$ cat src/rename_pkg.sv
/*
 * Shared types for the rename and retirement block.
 * Register counts, index widths, reorder-buffer slot state and the
 * structs that pass between rename, reorder buffer and retirement table.
 * Modules reach these through rename_pkg:: scoped names.
 */
`default_nettype none

package rename_pkg;

	//////////////////////////////////////////////////
	// register file sizes
	//////////////////////////////////////////////////
	localparam int num_arch_regs = 8;
	localparam int num_phys_regs = 16;

	typedef logic [$clog2(num_arch_regs)-1:0] arch_idx_t; // 3 bits
	typedef logic [$clog2(num_phys_regs)-1:0] phys_idx_t; // 4 bits

	// reorder buffer slot state
	typedef enum logic [1:0] {
		empty   = 2'd0,
		pending = 2'd1, // dispatched, waiting on completion
		done    = 2'd2  // completed, may retire
	} entry_state_t;

	// rename stage -> reorder buffer, 8 bits
	typedef struct packed {
		arch_idx_t arch;
		phys_idx_t phys;       // newly allocated register
		logic      mispredict;
	} rob_entry_t;

	// reorder buffer head -> retirement table, 9 bits
	typedef struct packed {
		logic      valid;
		arch_idx_t arch;
		phys_idx_t phys;       // new mapping to commit
		logic      mispredict;
	} retire_t;

	// whole alias table, arch reg i in slot i, 32 bits
	typedef phys_idx_t [num_arch_regs-1:0] phys_map_t;

	// power-up mapping, arch i -> phys i
	function automatic phys_map_t identity_map();
		phys_map_t m;
		for (int i = 0; i < num_arch_regs; i++) begin
			m[i] = phys_idx_t'(i);
		end
		return m;
	endfunction

endpackage

`default_nettype wire
$ cat src/rename_core.sv
/*
 * Top level of the rename and retirement block.
 * Rename stage feeds the reorder buffer, whose head drives the
 * retirement alias table; freed registers and flush go back to rename.
 * One dispatch and one retirement per cycle at most.
 */
`timescale 1ns/1ps
`default_nettype none

module rename_core #(
	parameter int rob_depth = 8
) (
	input  wire                           clock,
	input  wire                           reset,
	input  wire                           dispatch_valid,
	input  rename_pkg::arch_idx_t         dispatch_arch,
	input  wire                           dispatch_mispredict,
	input  wire                           complete_valid,
	input  wire  [$clog2(rob_depth)-1:0]  complete_tag,
	output logic                          dispatch_ready,
	output rename_pkg::phys_idx_t         alloc_phys,
	output logic [$clog2(rob_depth)-1:0]  dispatch_tag,
	output logic                          retire_valid,
	output rename_pkg::arch_idx_t         retire_arch,
	output rename_pkg::phys_idx_t         retire_phys,
	output rename_pkg::phys_idx_t         freed_phys,
	output logic                          flush
);

	logic                   alloc;
	rename_pkg::rob_entry_t alloc_entry;  // rename -> buffer tail
	rename_pkg::retire_t    head;         // buffer head -> retirement
	rename_pkg::phys_map_t  committed_next;
	logic                   rob_full;
	logic                   freed_valid;

	//////////////////////////////////////////////////
	// producer, buffer, consumer
	//////////////////////////////////////////////////
	rename_stage u_rename_stage (
		.clock               (clock),
		.reset               (reset),
		.dispatch_valid      (dispatch_valid),
		.dispatch_arch       (dispatch_arch),
		.dispatch_mispredict (dispatch_mispredict),
		.rob_full            (rob_full),
		.freed_valid         (freed_valid),
		.freed_phys          (freed_phys),
		.flush               (flush),
		.committed_next      (committed_next),
		.dispatch_ready      (dispatch_ready),
		.alloc               (alloc),
		.alloc_entry         (alloc_entry)
	);

	reorder_buffer #(
		.rob_depth (rob_depth)
	) u_reorder_buffer (
		.clock          (clock),
		.reset          (reset),
		.alloc          (alloc),
		.alloc_entry    (alloc_entry),
		.complete_valid (complete_valid),
		.complete_tag   (complete_tag),
		.flush          (flush),
		.full           (rob_full),
		.tail_tag       (dispatch_tag),   // tag of the entry being dispatched
		.head           (head)
	);

	retire_rat u_retire_rat (
		.clock          (clock),
		.reset          (reset),
		.head           (head),
		.committed_next (committed_next),
		.freed_valid    (freed_valid),
		.freed_phys     (freed_phys),
		.flush          (flush)
	);

	// external views of the internal structs
	assign alloc_phys   = alloc_entry.phys;
	assign retire_valid = head.valid;
	assign retire_arch  = head.arch;
	assign retire_phys  = head.phys;

endmodule

`default_nettype wire

$ cat src/retire_rat.sv
/*
 * Retirement alias table, the consumer side.
 * Holds the committed architectural to physical mapping. A valid head
 * commits its new mapping and releases the register the old committed
 * mapping held. A mispredicted head raises flush, and committed_next
 * then gives rename and the free list the state to restart from.
 */
`timescale 1ns/1ps
`default_nettype none

module retire_rat (
	input  wire                   clock,
	input  wire                   reset,
	input  rename_pkg::retire_t   head,
	output rename_pkg::phys_map_t committed_next,
	output logic                  freed_valid,
	output rename_pkg::phys_idx_t freed_phys,
	output logic                  flush
);

	rename_pkg::phys_map_t committed; // architectural state

	//////////////////////////////////////////////////
	// retirement decode
	//////////////////////////////////////////////////
	assign freed_valid = head.valid;
	assign freed_phys  = committed[head.arch]; // previous owner of arch reg
	assign flush       = head.valid & head.mispredict;

	// committed map with this cycle's retiring write applied
	always_comb begin
		committed_next = committed;
		if (head.valid) begin
			committed_next[head.arch] = head.phys;
		end
	end

	//////////////////////////////////////////////////
	// committed table
	//////////////////////////////////////////////////
	always_ff @(posedge clock) begin
		if (reset) begin
			committed <= rename_pkg::identity_map(); // arch i -> phys i
		end else begin
			committed <= committed_next; // unchanged when no retirement
		end
	end

endmodule

`default_nettype wire

$ cat src/reorder_buffer.sv
/*
 * Reorder buffer.
 * Circular array of renamed entries kept in program order. A completion
 * strobe marks a pending slot done by tag; the head is presented for
 * retirement as soon as it is done and leaves in the same cycle.
 * Flush empties every slot and returns the pointers to zero.
 */
`timescale 1ns/1ps
`default_nettype none

module reorder_buffer #(
	parameter int rob_depth = 8
) (
	input  wire                           clock,
	input  wire                           reset,
	input  wire                           alloc,
	input  rename_pkg::rob_entry_t        alloc_entry,
	input  wire                           complete_valid,
	input  wire  [$clog2(rob_depth)-1:0]  complete_tag,
	input  wire                           flush,
	output logic                          full,
	output logic [$clog2(rob_depth)-1:0]  tail_tag,
	output rename_pkg::retire_t           head
);

	localparam int tag_w = $clog2(rob_depth);

	rename_pkg::entry_state_t state   [rob_depth]; // per-slot state
	rename_pkg::rob_entry_t   entries [rob_depth]; // payload
	logic [tag_w-1:0]         head_ptr;
	logic [tag_w-1:0]         tail_ptr;
	logic [tag_w:0]           count;
	logic                     pop;

	// wrap-around increment, depth need not be a power of two
	function automatic logic [tag_w-1:0] next_ptr(input logic [tag_w-1:0] p);
		logic [tag_w-1:0] n;
		n = (p == tag_w'(rob_depth - 1)) ? '0 : p + 1'b1;
		return n;
	endfunction

	//////////////////////////////////////////////////
	// head presentation
	//////////////////////////////////////////////////
	always_comb begin
		head.valid      = (state[head_ptr] == rename_pkg::done);
		head.arch       = entries[head_ptr].arch;
		head.phys       = entries[head_ptr].phys;
		head.mispredict = entries[head_ptr].mispredict;
	end

	assign pop      = head.valid; // retirement never stalls
	assign full     = (count == (tag_w + 1)'(rob_depth));
	assign tail_tag = tail_ptr;

	//////////////////////////////////////////////////
	// slot state and pointers
	//////////////////////////////////////////////////
	always_ff @(posedge clock) begin
		if (reset || flush) begin
			for (int i = 0; i < rob_depth; i++) begin
				state[i] <= rename_pkg::empty;
			end
			head_ptr <= '0;
			tail_ptr <= '0;
			count    <= '0;
		end else begin
			// only a pending slot may complete, stale tags hit empty slots
			if (complete_valid && state[complete_tag] == rename_pkg::pending) begin
				state[complete_tag] <= rename_pkg::done;
			end
			if (alloc) begin
				state[tail_ptr] <= rename_pkg::pending;
				tail_ptr        <= next_ptr(tail_ptr);
			end
			if (pop) begin
				state[head_ptr] <= rename_pkg::empty;
				head_ptr        <= next_ptr(head_ptr);
			end
			count <= count + alloc - pop; // both may happen in one cycle
		end
	end

	// payload written at the tail only
	always_ff @(posedge clock) begin
		if (alloc) begin
			entries[tail_ptr] <= alloc_entry;
		end
	end

endmodule

`default_nettype wire

$ cat src/rename_stage.sv
/*
 * Rename stage, the producer side.
 * Maps the destination of each dispatched instruction to a free physical
 * register, records it in the speculative alias table and hands an entry
 * to the reorder buffer. A flush reloads the table from the committed map.
 */
`timescale 1ns/1ps
`default_nettype none

module rename_stage (
	input  wire                    clock,
	input  wire                    reset,
	input  wire                    dispatch_valid,
	input  rename_pkg::arch_idx_t  dispatch_arch,
	input  wire                    dispatch_mispredict,
	input  wire                    rob_full,
	input  wire                    freed_valid,
	input  rename_pkg::phys_idx_t  freed_phys,
	input  wire                    flush,
	input  rename_pkg::phys_map_t  committed_next,
	output logic                   dispatch_ready,
	output logic                   alloc,
	output rename_pkg::rob_entry_t alloc_entry
);

	rename_pkg::phys_map_t spec_map; // speculative alias table
	logic                  grant_valid;
	rename_pkg::phys_idx_t grant_phys;

	//////////////////////////////////////////////////
	// free register source
	//////////////////////////////////////////////////
	free_list u_free_list (
		.clock          (clock),
		.reset          (reset),
		.take           (alloc),
		.freed_valid    (freed_valid),
		.freed_phys     (freed_phys),
		.flush          (flush),
		.committed_next (committed_next),
		.grant_valid    (grant_valid),
		.grant_phys     (grant_phys)
	);

	// the only back-pressure, no free reg, full buffer or flush in progress
	assign dispatch_ready = grant_valid & ~rob_full & ~flush;
	assign alloc          = dispatch_valid & dispatch_ready;

	// entry for the buffer tail, phys is valid in the accepting cycle
	always_comb begin
		alloc_entry.arch       = dispatch_arch;
		alloc_entry.phys       = grant_phys;
		alloc_entry.mispredict = dispatch_mispredict;
	end

	//////////////////////////////////////////////////
	// speculative alias table
	//////////////////////////////////////////////////
	always_ff @(posedge clock) begin
		if (reset) begin
			spec_map <= rename_pkg::identity_map();
		end else if (flush) begin
			spec_map <= committed_next; // drop all younger renames
		end else if (alloc) begin
			spec_map[dispatch_arch] <= grant_phys;
		end
	end

endmodule

`default_nettype wire

$ cat src/free_list.sv
/*
 * Physical register free list.
 * One bit per physical register, set while the register is free.
 * Grants the lowest free register, clears it on take, sets a freed one
 * on retirement, and on flush rebuilds from the committed mapping.
 */
`timescale 1ns/1ps
`default_nettype none

module free_list (
	input  wire                   clock,
	input  wire                   reset,
	input  wire                   take,           // granted reg consumed this cycle
	input  wire                   freed_valid,
	input  rename_pkg::phys_idx_t freed_phys,
	input  wire                   flush,
	input  rename_pkg::phys_map_t committed_next, // committed map incl. retiring write
	output logic                  grant_valid,
	output rename_pkg::phys_idx_t grant_phys
);

	logic [rename_pkg::num_phys_regs-1:0] free_vec; // 1 = free
	logic [rename_pkg::num_phys_regs-1:0] mapped;   // regs named by committed_next

	//////////////////////////////////////////////////
	// lowest-set-bit priority encoder
	//////////////////////////////////////////////////
	always_comb begin
		grant_valid = 1'b0;
		grant_phys  = '0;
		// walk downward so the lowest free bit is the last one written
		for (int i = rename_pkg::num_phys_regs - 1; i >= 0; i--) begin
			if (free_vec[i]) begin
				grant_valid = 1'b1;
				grant_phys  = rename_pkg::phys_idx_t'(i);
			end
		end
	end

	// decode committed mapping into a used-register mask
	always_comb begin
		mapped = '0;
		for (int a = 0; a < rename_pkg::num_arch_regs; a++) begin
			mapped[committed_next[a]] = 1'b1;
		end
	end

	//////////////////////////////////////////////////
	// free vector update
	//////////////////////////////////////////////////
	always_ff @(posedge clock) begin
		if (reset) begin
			// regs 0..7 hold the identity mapping, the rest start free
			for (int i = 0; i < rename_pkg::num_phys_regs; i++) begin
				free_vec[i] <= (i >= rename_pkg::num_arch_regs);
			end
		end else if (flush) begin
			free_vec <= ~mapped; // everything not committed is free again
		end else begin
			// take and free never hit the same bit, a freed reg is mapped
			if (take) begin
				free_vec[grant_phys] <= 1'b0;
			end
			if (freed_valid) begin
				free_vec[freed_phys] <= 1'b1; // grantable next cycle
			end
		end
	end

endmodule

`default_nettype wire

$ cat config.mk
export PLATFORM = sky130hd
export DESIGN_NAME = rename_core
export DESIGN_NICKNAME = d
export VERILOG_FILES = /design/src/rename_pkg.sv /design/src/rename_core.sv /design/src/retire_rat.sv /design/src/reorder_buffer.sv /design/src/rename_stage.sv /design/src/free_list.sv
export SDC_FILE = /design/constraint.sdc
export NUM_CORES = 1
export LEC_CHECK = 0
export ABC_AREA = 1
export BUFFER_PORTS_ARGS = -buffer_cell sky130_fd_sc_hd__buf_4
export CAP_MARGIN = 20
export CELL_PAD_IN_SITES_DETAIL_PLACEMENT = 1
export CELL_PAD_IN_SITES_GLOBAL_PLACEMENT = 2
export CORE_MARGIN = 5
export CORE_UTILIZATION = 32
export DETAILED_ROUTE_END_ITERATION = 12
export PLACE_DENSITY_LB_ADDON = 0.25
export SYNTH_ARGS = -nofsm -noshare
export SYNTH_HDL_FRONTEND = slang
export SYNTH_SLANG_ARGS = --single-unit
$ cat constraint.sdc
create_clock -name clock -period 2.7 [get_ports clock]
set_input_delay 0.27 -clock clock [delete_from_list [all_inputs] [get_ports clock]]
set_output_delay 0.27 -clock clock [all_outputs]
set_load 0.005 [all_outputs]
==> results.toml, run 1 <==
[run_status]
run_status = "complete, but fails checks"
violations = "negative setup slack"

[die]
placement_rows = 59
pin_count = 32
dieArea_um2 = 29900
placeableCoreArea_um2 = 26100
fp.dieW_um = 173
die_h_um = 173
initial_utilization = 0.325

[worst_setup_path]
largest_stage_delay_worst_path_ns = 0.45
r2r.worst_path.cells = 18
critPathCaptureType = "output port"
worstSetupStartpointType = "flop"
rr_endpoint = "u_rename_stage.u_free_list.free_vec[11]"
critical_path.cell_chain = "inv_8, buf_6, nand2_2, nand2_2, nand2_1, nand2_1, nand2_2, nand2_8, buf_8, o211ai_1, nand2_1, nor2_4, buf_6, buf_6"
reg2reg_setup_slack_ns = 0.04
cp.required_ns = 2.43
critPathKind = "reg2out"
wp_data_arrival_ns = 2.46
crit_fanout = 7
critical_path.slowest_cell = "sky130_fd_sc_hd__dfxtp_4"

[global_routing]
grt_first_pass_wirelength_um = 53100
grt-ovfl-total = 0
grt_antenna_before_repair = 1
grt_pass1_vias = 9163
groute.usage.overall = 0.227
pin_count_of_the_biggest_net_entering_global_routing = 27

[timing]
grt_setup_unrepaired = "true"
hold_viol_final = 0
period_needed_ns = 2.73
max_clock_freq_mhz = 367
worst_slack_ns = -0.0274
final.setup_skew_ns = 0.0174
finalCritPeriodShare = 1.01
maxSlewHeadroom = 0.730
setup_violations = 4
worstMarginPinSlew_ns = 0.405
drv_slew = 0

[clocking]
tritoncts = "yes"
clock_tree.buffer_depth = 2
clock_tree.root_cell = "sky130_fd_sc_hd__clkbuf_16"
clock_tree.htree_level_count = 4
insertion_delay_ns = 0.44
numCtsBuffers = 17
worst_setup_hold_path_clk_slew_ns = 0.07
post_cts_hold_buffer_count = 0
clock-sinks = 141

[yosys]
synth_edf_count = 64
post_synth_instance_area_um2 = 8500
synth-main-ff-cell = "sky130_fd_sc_hd__dfxtp_1"
synth_cell_types = 48
post_synth_main_area_contributors = "sky130_fd_sc_hd__edfxtp_1 (23%), sky130_fd_sc_hd__nand2_1 (19%), sky130_fd_sc_hd__dfxtp_1 (18%)"
ys_seq_elements = 141
synth_warnings = 0
avgSynthCellArea_um2 = 6.82
synthAdderAreaFrac = 0.0156
synth_compound_gate_area_share = 0.0962
yosys.area_share.xor_xnor = 0.00206
async_reset_ff_frac = 0
synthMuxAreaShare = 0
post-synth-top-area-cell = "sky130_fd_sc_hd__edfxtp_1"
yosysMostFrequentCell = "sky130_fd_sc_hd__nand2_1"
synthCells = 1246
netlist_top_cells_count = "sky130_fd_sc_hd__nand2_1 (441), sky130_fd_sc_hd__nor2_1 (164), sky130_fd_sc_hd__inv_1 (138)"
mappedNetlistNets = 1267
synthDominantCellAreaShare = 0.226
largest_family_of_logic_cells_by_synthesized_area = "simple AND/OR/NAND/NOR gates"
yosys.area_share.simple = 0.387
seq_area_frac_synth = 0.408

[drt]
remaining_drc_errors = 0
avgRoutedWirePerCell_um = 19.9
drt_iter0_drc = 454
drt-pass1-iter-count = 5
detail_route.wirelength_um = 35700
via_per_inst = 5.02
vias_post_dr = 8995
antenna_violating_nets_post_route = 0

[finish]
finish.utilization = 0.467
growth_of_design_area_from_synthesis_to_finish_pct = 43.6
antenna_cell_count = 0
layout-drive-gt1-share = 0.337
num-nets-final = 1466
n_fill_cell = 3232

[power_and_ir_drop]
ir_drop_uv = 402
static-leakage-power_nw = 5.49
power-per-cell-area_nw_per_um2 = 522

[worst_hold_path]
worstHoldEndpoint = "u_reorder_buffer.entries[0][0]"
min_path_type = "in2reg"
min_delay_path_depth = 1
holdCritStartpoint = "dispatch_mispredict"

[placed_design]
gpl.final_weighted_congestion = 0.889
port_buffers = 31
hpwl_um = 26200
detailedPlace.worstSlack_ns = -0.201

[run]
timing.max_cap.violations = 0
[area by class of cell]
| type | instances | area (um^2) | area share |
|---|---|---|---|
| clock buffer | 17 | 425 | 0.0349 |
| multi-input combinational | 924 | 5130 | 0.421 |
| clock inverter | 15 | 199 | 0.0163 |
| sequential | 141 | 3470 | 0.284 |
| tap | 335 | 419 | 0.0344 |
| inverter | 157 | 627 | 0.0514 |
| timing repair buffer | 204 | 1930 | 0.158 |
[critical path, delay by kind of cell (launching register included)]
family                 cells  cell delay [ns]
flip-flops                 1             0.45
AND/OR/NAND/NOR            8             0.78
AO/OA/AOI/OAI              1             0.20
buffers and inverters      5             0.57
[power by group]
part | switching (mW) | internal, mW
registers | 0.0562 | 2.35
clock network | 1.11 | 1.41
logic | 0.856 | 0.593
[sequential cells by signal, indices dropped and copies added, names as in the netlist, named ones only]
| name | flops |
|---|---|
| u_retire_rat.committed | 32 |
| u_rename_stage.u_free_list.free_vec | 16 |
| u_reorder_buffer.tail_tag | 3 |
| u_reorder_buffer.count | 4 |
| u_reorder_buffer.state | 16 |
| u_reorder_buffer.head_ptr | 3 |
| u_reorder_buffer.entries | 64 |
[per-stage QoR]
| step | hold WS, ns | power [mW] | area (um^2) | TNS [ns] | instances |
|---|---|---|---|---|---|
| 3_5_place_dp | 0.483 | 3.49 | 10000 | -4.54 | 1706 |
| 3_3_place_gp | 0.476 | 3.46 | 10000 | -2.04 | 1706 |
| 2_1_floorplan | 0.369 | 2.99 | 8500 | 0 | 1246 |
| 4_1_cts | 0.0649 | 6.20 | 11300 | -0.0969 | 1761 |
| 6_report | 0.0782 | 6.37 | 12200 | -0.0581 | 1793 |
| 5_1_grt | 0.0672 | 6.61 | 12200 | -1.42 | 1793 |
[cells by family after synthesis]
kind of cell / Yosys count
buf+inv: 185
xor+xnor: 2
simple gates: 764
fa+ha+maj: 10
flops: 141
compound gates: 144
[metal layers]
layer,vias up,wire (um),GRT usage
met5,-,0,0
met4,0,864,0.0632
met3,47,1090,0.0301
met2,158,18700,0.418
met1,4402,15000,0.277
li1,4388,-,-
[layout by cell type, fill, tap and decap left out, types with 6 or more instances in the layout]
| cell type | instances |
|---|---|
| sky130_fd_sc_hd__nor3_1 | 18 |
| sky130_fd_sc_hd__a21oi_1 | 20 |
| sky130_fd_sc_hd__a211oi_1 | 6 |
| sky130_fd_sc_hd__nor2_1 | 120 |
| sky130_fd_sc_hd__clkbuf_16 | 20 |
| sky130_fd_sc_hd__nand2_2 | 63 |
| sky130_fd_sc_hd__buf_6 | 16 |
| sky130_fd_sc_hd__buf_12 | 16 |
| sky130_fd_sc_hd__o21ai_2 | 23 |
| sky130_fd_sc_hd__nand2_4 | 11 |
| sky130_fd_sc_hd__nand2_8 | 8 |
| sky130_fd_sc_hd__o21ai_0 | 33 |
| sky130_fd_sc_hd__nand3_2 | 19 |
| sky130_fd_sc_hd__dfxtp_1 | 75 |
| sky130_fd_sc_hd__inv_2 | 20 |
| sky130_fd_sc_hd__nand3_1 | 62 |
| sky130_fd_sc_hd__inv_1 | 126 |
| sky130_fd_sc_hd__nor2_2 | 30 |
| sky130_fd_sc_hd__buf_4 | 162 |
| sky130_fd_sc_hd__ha_1 | 8 |
| sky130_fd_sc_hd__nor2_4 | 39 |
| sky130_fd_sc_hd__edfxtp_1 | 64 |
| sky130_fd_sc_hd__nand2_1 | 375 |
| sky130_fd_sc_hd__o21ai_1 | 20 |
| sky130_fd_sc_hd__o22ai_1 | 14 |
| sky130_fd_sc_hd__nand4_1 | 7 |
[timing repair]
item,in CTS,in global routing
gates cloned,5,6
buffers inserted,18,29
gates resized for setup,109,191
endpoints found under the setup margin,82,85
pin swaps,34,61
[worst max path at each step]
stage / startpoint / endpoint / slack [ns] / cells past startpoint
finish: flop / freed_phys[1] / -0.03 / 14
CTS: flop / freed_phys[1] / -0.04 / 16
detailed placement: flop / u_rename_stage.u_free_list.free_vec[9] / -0.20 / 21
global placement: flop / u_rename_stage.u_free_list.free_vec[9] / -0.17 / 21
global route: flop / freed_phys[0] / -0.13 / 13
floorplan: flop / u_reorder_buffer.entries[2][0] / 0.15 / 12
Power figures use the tool's default switching activity.
==> run 2, diff against run 1 <==
--- a/config.mk
+++ b/config.mk
@@ -13,7 +13,9 @@
 export CORE_MARGIN = 5
 export CORE_UTILIZATION = 32
 export DETAILED_ROUTE_END_ITERATION = 12
-export PLACE_DENSITY_LB_ADDON = 0.25
+export MAX_ROUTING_LAYER = met4
+export PLACE_DENSITY_LB_ADDON = 0.1
 export SYNTH_ARGS = -nofsm -noshare
 export SYNTH_HDL_FRONTEND = slang
 export SYNTH_SLANG_ARGS = --single-unit
+export TNS_END_PERCENT = 30
==> run 2 against run 1 <==
  * The run still ends with negative setup slack left
  * Critical path depth increased by 1
  * Clock power decreased by 4%
  * First-iteration DRC count decreased by 1.5%
  * Worst setup slack got worse by 0.025 ns
  * Flip-flop and latch count unchanged
  * Utilization decreased by 3.0 points
  * Via count decreased by 3.8%
  * Sequential power about the same
==> results.toml, run 2 (synthesis gave the netlist of run 1 again) <==
[global_routing]
grt-ovfl-total = 0
grt_first_pass_wirelength_um = 51900
pin_count_of_the_biggest_net_entering_global_routing = 27
grt_pass1_vias = 9091
grt_antenna_before_repair = 0
groute.usage.overall = 0.229

[power_and_ir_drop]
sequentialPowerShare = 0.398
static-leakage-power_nw = 5.27
power.clock.fraction = 0.403
ir_drop_uv = 370
power_switching_share = 0.324
p_int_mw = 4.07
power-per-cell-area_nw_per_um2 = 527
pwr-share-comb = 0.200
switching_power_mw = 1.95

[clocking]
worst_setup_hold_path_clk_slew_ns = 0.07
tritoncts = "yes"
insertion_delay_ns = 0.43
numCtsBuffers = 17
clock_tree.htree_level_count = 4
clock_tree.buffer_depth = 2
clock_tree.root_cell = "sky130_fd_sc_hd__clkbuf_16"
clock-sinks = 141
post_cts_hold_buffer_count = 0

[die]
fp.dieW_um = 173
placement_rows = 59
initial_utilization = 0.325
die_h_um = 173
pin_count = 32
dieArea_um2 = 29900
placeableCoreArea_um2 = 26100

[worst_setup_path]
reg2reg_setup_slack_ns = 0.01
critical_path.slowest_cell = "sky130_fd_sc_hd__dfxtp_4"
rr_endpoint = "u_rename_stage.u_free_list.free_vec[15]"
worstSetupEndpoint = "freed_phys[2]"
cp.required_ns = 2.43
largest_stage_delay_worst_path_ns = 0.41
wp_data_arrival_ns = 2.48
critical_path.cell_chain = "inv_6, clkbuf_16, nand2_1, nand3_1, nand3_1, nand2_2, nand2_4, buf_4, inv_2, o211ai_1, nand2_2, nor2_4, inv_2, buf_6, buf_6"
crit_fanout = 6
r2r.worst_path.cells = 18
critPathCaptureType = "output port"
worstSetupStartpointType = "flop"
critPathKind = "reg2out"

[finish]
n_fill_cell = 3326
largest_register_ffs = 64
antenna_cell_count = 0
largestRegisters = "u_reorder_buffer.entries x64, u_retire_rat.committed x32"
mostFrequentLayoutCell = "sky130_fd_sc_hd__nand2_1"
finish.utilization = 0.437
fin_area_um2 = 11400
growth_of_design_area_from_synthesis_to_finish_pct = 34.4
top_register = "u_reorder_buffer.entries"
layout-drive-gt1-share = 0.263
final_cell_mix = "sky130_fd_sc_hd__nand2_1 (413), sky130_fd_sc_hd__buf_4 (165), sky130_fd_sc_hd__nor2_1 (137)"
num-nets-final = 1448

[run_status]
run_status = "complete, but fails checks"
violations = "negative setup slack"

[timing]
final.setup_skew_ns = 0.0153
setup_violations = 4
fin_setup_tns_ns = -0.127
grt_setup_unrepaired = "true"
worstMarginPinSlew_ns = 0.525
worst_slack_ns = -0.0526
finalCritPeriodShare = 1.02
hold_viol_final = 0
period_needed_ns = 2.75
max_clock_freq_mhz = 363
maxSlewHeadroom = 0.648
drv_slew = 0
fin_worst_hold_slack_ns = 0.0827

[placed_design]
port_buffers = 31
hpwl_um = 26200
detailedPlace.worstSlack_ns = -0.152
gpl.final_weighted_congestion = 0.900
post_dp_cell_area_um2 = 10200

[drt]
drt-pass1-iter-count = 4
via_per_inst = 4.88
detail_route.wirelength_um = 33600
drt_iter0_drc = 447
avgRoutedWirePerCell_um = 18.9
remaining_drc_errors = 0
vias_post_dr = 8655
antenna_violating_nets_post_route = 0

[run]
timing.max_cap.violations = 0

[worst_hold_path]
min_path_type = "in2reg"
-- run 2: cell types whose count changed in the layout (fill, tap and decap cells not counted), moves of 4 or more --
cell	change
sky130_fd_sc_hd__nand2_1	+38
sky130_fd_sc_hd__nand2_2	-32
sky130_fd_sc_hd__nor2_4	-19
sky130_fd_sc_hd__nor2_1	+17
sky130_fd_sc_hd__o21ai_2	-14
sky130_fd_sc_hd__o21ai_1	+12
sky130_fd_sc_hd__buf_6	-9
sky130_fd_sc_hd__nand3_1	+9
sky130_fd_sc_hd__inv_1	+8
sky130_fd_sc_hd__nand3_2	-8
sky130_fd_sc_hd__buf_8	-4
sky130_fd_sc_hd__nand2_8	-4
sky130_fd_sc_hd__o21ai_0	+4
-- run 2: metal layers --
layer | vias to the layer above | routed length, um | global-route usage
met1 | 4156 | 14700 | 0.267
li1 | 4337 | - | -
met3 | 46 | 757 | 0.0277
met5 | - | 0 | -
met2 | 116 | 17400 | 0.417
met4 | 0 | 674 | 0.0632
-- run 2: timing repair --
item / in CTS / in global routing
pin swaps: 14 / 24
endpoints found under the hold margin: 0 / 0
gates cloned: 0 / 3
endpoints found under the setup margin: 43 / 51
resized for setup: 40 / 110
setup buffers: 7 / 4
-- run 2: final cells by class --
cell class                      instances  area (um^2)  share of cell area
Multi-Input combinational cell        921         4650               0.408
Sequential cell                       141         3470               0.304
Timing Repair Buffer                  189         1660               0.146
Inverter                              157          603              0.0528
Clock buffer                           17          425              0.0373
Tap cell                              335          419              0.0367
Clock inverter                         15          184              0.0161
-- run 2: worst min path at each step --
| stage | startpoint | to | cells past startpoint |
|---|---|---|---|
| floorplan | dispatch_mispredict | u_reorder_buffer.entries[0][0] | 0 |
| global placement | u_reorder_buffer.state[7][0] | u_reorder_buffer.state[7][0] | 2 |
| detailed placement | u_reorder_buffer.state[7][0] | u_reorder_buffer.state[7][0] | 2 |
| CTS | dispatch_arch[1] | u_reorder_buffer.entries[3][6] | 1 |
| global route | dispatch_arch[0] | u_reorder_buffer.entries[2][5] | 1 |
| finish | dispatch_arch[1] | u_reorder_buffer.entries[7][6] | 1 |
-- run 2: power by group through the flow --
stage / logic [mW] / registers (mW) / clock network, mW
CTS: 1.16 / 2.39 / 2.47
detailed placement: 1.09 / 2.44 / 0
floorplan: 0.565 / 2.43 / 0
finish: 1.20 / 2.39 / 2.42
global placement: 1.08 / 2.44 / 0
global route: 1.33 / 2.40 / 2.56
-- run 2: metrics by stage --
stage	power, mW	instances
finish	6.01	1775
detailed placement	3.53	1730
global placement	3.52	1730
global route	6.29	1775
floorplan	2.99	1246
CTS	6.02	1769
-- run 2: worst max-delay path: cells and delay by family, from the launching register on --
kind,cells,cell delay [ns]
AND/OR/NAND/NOR,7,0.82
flip-flops,1,0.41
buffers and inverters,7,0.70
AO/OA/AOI/OAI,1,0.10
==> run 3, diff against run 2 <==
--- a/config.mk
+++ b/config.mk
@@ -5,13 +5,12 @@
 export SDC_FILE = /design/constraint.sdc
 export NUM_CORES = 1
 export LEC_CHECK = 0
-export ABC_AREA = 1
 export BUFFER_PORTS_ARGS = -buffer_cell sky130_fd_sc_hd__buf_4
 export CAP_MARGIN = 20
 export CELL_PAD_IN_SITES_DETAIL_PLACEMENT = 1
 export CELL_PAD_IN_SITES_GLOBAL_PLACEMENT = 2
 export CORE_MARGIN = 5
-export CORE_UTILIZATION = 32
+export CORE_UTILIZATION = 37
 export DETAILED_ROUTE_END_ITERATION = 12
 export MAX_ROUTING_LAYER = met4
 export PLACE_DENSITY_LB_ADDON = 0.1
==> run 3 against run 2 <==
  * The flow still finishes with violations (negative setup slack)
  * Sequential power barely moved
  * Clock-buffer cell count is the same
  * Register-to-register slack lost 0.69 ns
  * Hold slack lost 0.038 ns
  * Global-route usage increased by 11 points
  * Utilization grew 18 points
  * Critical endpoint is now freed_phys[3]
  * Largest cell class unchanged
  * Largest power group unchanged
  * Highest routed layer unchanged
==> results.toml, run 3 <==
[run_status]
run_status = "complete, but fails checks"
violations = "negative setup slack"

[yosys]
post_synth_instance_area_um2 = 9020
ys_seq_elements = 141
synthDominantCellAreaShare = 0.213
synth-main-ff-cell = "sky130_fd_sc_hd__dfxtp_1"
synth_edf_count = 64
post_synth_main_area_contributors = "sky130_fd_sc_hd__edfxtp_1 (21%), sky130_fd_sc_hd__dfxtp_1 (17%), sky130_fd_sc_hd__nor2_1 (4.7%)"
synthCells = 951
mappedNetlistNets = 972
synth_cell_types = 93
yosysMostFrequentCell = "sky130_fd_sc_hd__nor2_1"
seq_area_frac_synth = 0.384
synth_warnings = 0
async_reset_ff_frac = 0
netlist_top_cells_count = "sky130_fd_sc_hd__nor2_1 (114), sky130_fd_sc_hd__dfxtp_1 (77), sky130_fd_sc_hd__edfxtp_1 (64)"
post-synth-top-area-cell = "sky130_fd_sc_hd__edfxtp_1"
avgSynthCellArea_um2 = 9.49

[clocking]
post_cts_hold_buffer_count = 0
tritoncts = "yes"
worst_setup_hold_path_clk_slew_ns = 0.08
clock-sinks = 141
clock_tree.buffer_depth = 2
clock_tree.root_cell = "sky130_fd_sc_hd__clkbuf_16"
numCtsBuffers = 17
clock_tree.htree_level_count = 4
insertion_delay_ns = 0.45

[worst_setup_path]
cp.required_ns = 2.43
critPathKind = "reg2out"
crit_fanout = 7
worstSetupStartpointType = "flop"
critPathCaptureType = "output port"
wp_data_arrival_ns = 3.12

[timing]
maxSlewHeadroom = 0.582
worst_slack_ns = -0.686
setup_violations = 114
final.setup_skew_ns = 0.0184
worstMarginPinSlew_ns = 0.627
period_needed_ns = 3.39
drv_slew = 0
fin_setup_tns_ns = -37.31
hold_viol_final = 0
finalCritPeriodShare = 1.25
max_clock_freq_mhz = 295
grt_setup_unrepaired = "true"
fin_worst_hold_slack_ns = 0.0450

[global_routing]
grt-ovfl-total = 0
groute.usage.overall = 0.344
grt_pass1_vias = 10900
pin_count_of_the_biggest_net_entering_global_routing = 45
grt_first_pass_wirelength_um = 70500
grt_antenna_before_repair = 1

[drt]
avgRoutedWirePerCell_um = 31.5
antenna_violating_nets_post_route = 0
drt_iter0_drc = 1282
drt-pass1-iter-count = 5
remaining_drc_errors = 0
detail_route.wirelength_um = 52000
via_per_inst = 6.54
vias_post_dr = 10800

[die]
placeableCoreArea_um2 = 24200
pin_count = 32
initial_utilization = 0.373
dieArea_um2 = 27600
placement_rows = 57
fp.dieW_um = 166
die_h_um = 166

[finish]
final_cell_mix = "sky130_fd_sc_hd__buf_4 (306), sky130_fd_sc_hd__nor2_1 (96), sky130_fd_sc_hd__dfxtp_1 (74)"
n_fill_cell = 2524
mostFrequentLayoutCell = "sky130_fd_sc_hd__buf_4"
top_register = "u_reorder_buffer.entries"
largest_register_ffs = 64
growth_of_design_area_from_synthesis_to_finish_pct = 64.4
layout-drive-gt1-share = 0.538
filler_free_cell_count_of_the_finished_design = 1651
num-nets-final = 1332
finish.utilization = 0.613
fin_area_um2 = 14800
largestRegisters = "u_reorder_buffer.entries x64, u_retire_rat.committed x32"

[power_and_ir_drop]
static-leakage-power_nw = 5.59
pwr-share-comb = 0.315
sequentialPowerShare = 0.336
power-per-cell-area_nw_per_um2 = 477
power_switching_share = 0.353
switching_power_mw = 2.49
p_int_mw = 4.58
power.total_mw = 7.07
power.clock.fraction = 0.349
ir_drop_uv = 446

[placed_design]
hpwl_um = 33200
gpl.final_weighted_congestion = 1.03
placed_cell_count = 1544
post_dp_cell_area_um2 = 11800
detailedPlace.worstSlack_ns = -0.783
port_buffers = 31

[run]
timing.max_cap.violations = 0

[worst_hold_path]
min_path_type = "in2reg"
[run 3: cell count changes in the layout (fill, tap and decap cells not counted), moves of 22 or more]
cell / before / now
sky130_fd_sc_hd__nand2_1: 413 / 44
sky130_fd_sc_hd__buf_4: 165 / 306
sky130_fd_sc_hd__inv_1: 134 / 32
sky130_fd_sc_hd__nand3_1: 71 / 11
sky130_fd_sc_hd__buf_6: 7 / 59
sky130_fd_sc_hd__nor2_1: 137 / 96
sky130_fd_sc_hd__o21ai_1: 32 / 8
sky130_fd_sc_hd__nand2_2: 31 / 8
sky130_fd_sc_hd__o21ai_0: 37 / 15
[run 3: path summary, 6_finish.rpt]
check / from / to / slack (ns) / cells after the start
setup / recovery: flop / freed_phys[3] / -0.69 / 11
hold reg to reg: u_reorder_buffer.state[2][0] / u_reorder_buffer.state[2][0] / 0.57 / 2
hold / removal: dispatch_mispredict / u_reorder_buffer.entries[6][0] / 0.04 / 1
setup reg to reg: flop / u_rename_stage.u_free_list.free_vec[9] / -0.68 / 12
[run 3: final cells by class]
cell class                      instances  area [um^2]  area share
Multi-Input combinational cell        712         6560       0.442
Timing Repair Buffer                  396         3600       0.243
Sequential cell                       141         3470       0.234
Clock buffer                           17          425      0.0287
Tap cell                              324          405      0.0273
Inverter                               42          195      0.0132
Clock inverter                         15          161      0.0109
Timing Repair inverter                  1         8.76    0.000591
Antenna cell                            3         7.51    0.000506
[run 3: critical path: stages, from the launching register on]
cell,delay (ns)
sky130_fd_sc_hd__dfxtp_4,0.38
sky130_fd_sc_hd__buf_12,0.14
sky130_fd_sc_hd__mux4_2,0.60
sky130_fd_sc_hd__mux2i_4,0.30
sky130_fd_sc_hd__buf_6,0.21
sky130_fd_sc_hd__buf_6,0.11
sky130_fd_sc_hd__mux2_4,0.30
sky130_fd_sc_hd__nand2_4,0.07
sky130_fd_sc_hd__o311a_4,0.25
sky130_fd_sc_hd__nand2_4,0.07
sky130_fd_sc_hd__buf_6,0.11
sky130_fd_sc_hd__buf_6,0.10
[run 3: routing by layer]
layer,up-vias,track usage,part of all wire
li1,4444,-,-
met3,224,0.0759,0.086
met1,5411,0.432,0.39
met2,717,0.539,0.47
met4,0,0.143,0.055
met5,-,-,0
[run 3: cells by family after synthesis]
logic type	count (synthesis)	share of synthesized area
simple gates	348	0.203
compound gates	277	0.229
flops	141	0.384
buf+inv	98	0.0545
mux	75	0.113
fa+ha+maj	10	0.0147
xor+xnor	2	0.00194
[run 3: timing repair]
item                       4_1_cts  5_1_grt
gates cloned                     6        2
gates resized for setup        223      161
setup buffers                   33       36
setup endpoints to repair      125      123
pin swaps                       33       48
[run 3: power by group through the flow]
stage / Combinational, mW / Clock, mW / Sequential, mW
after CTS: 1.83 / 2.44 / 2.37
after floorplan: 0.712 / 0 / 2.40
after global routing: 2.28 / 2.57 / 2.38
final: 2.23 / 2.47 / 2.38
after detailed placement: 1.50 / 0 / 2.42
after global placement: 1.45 / 0 / 2.41
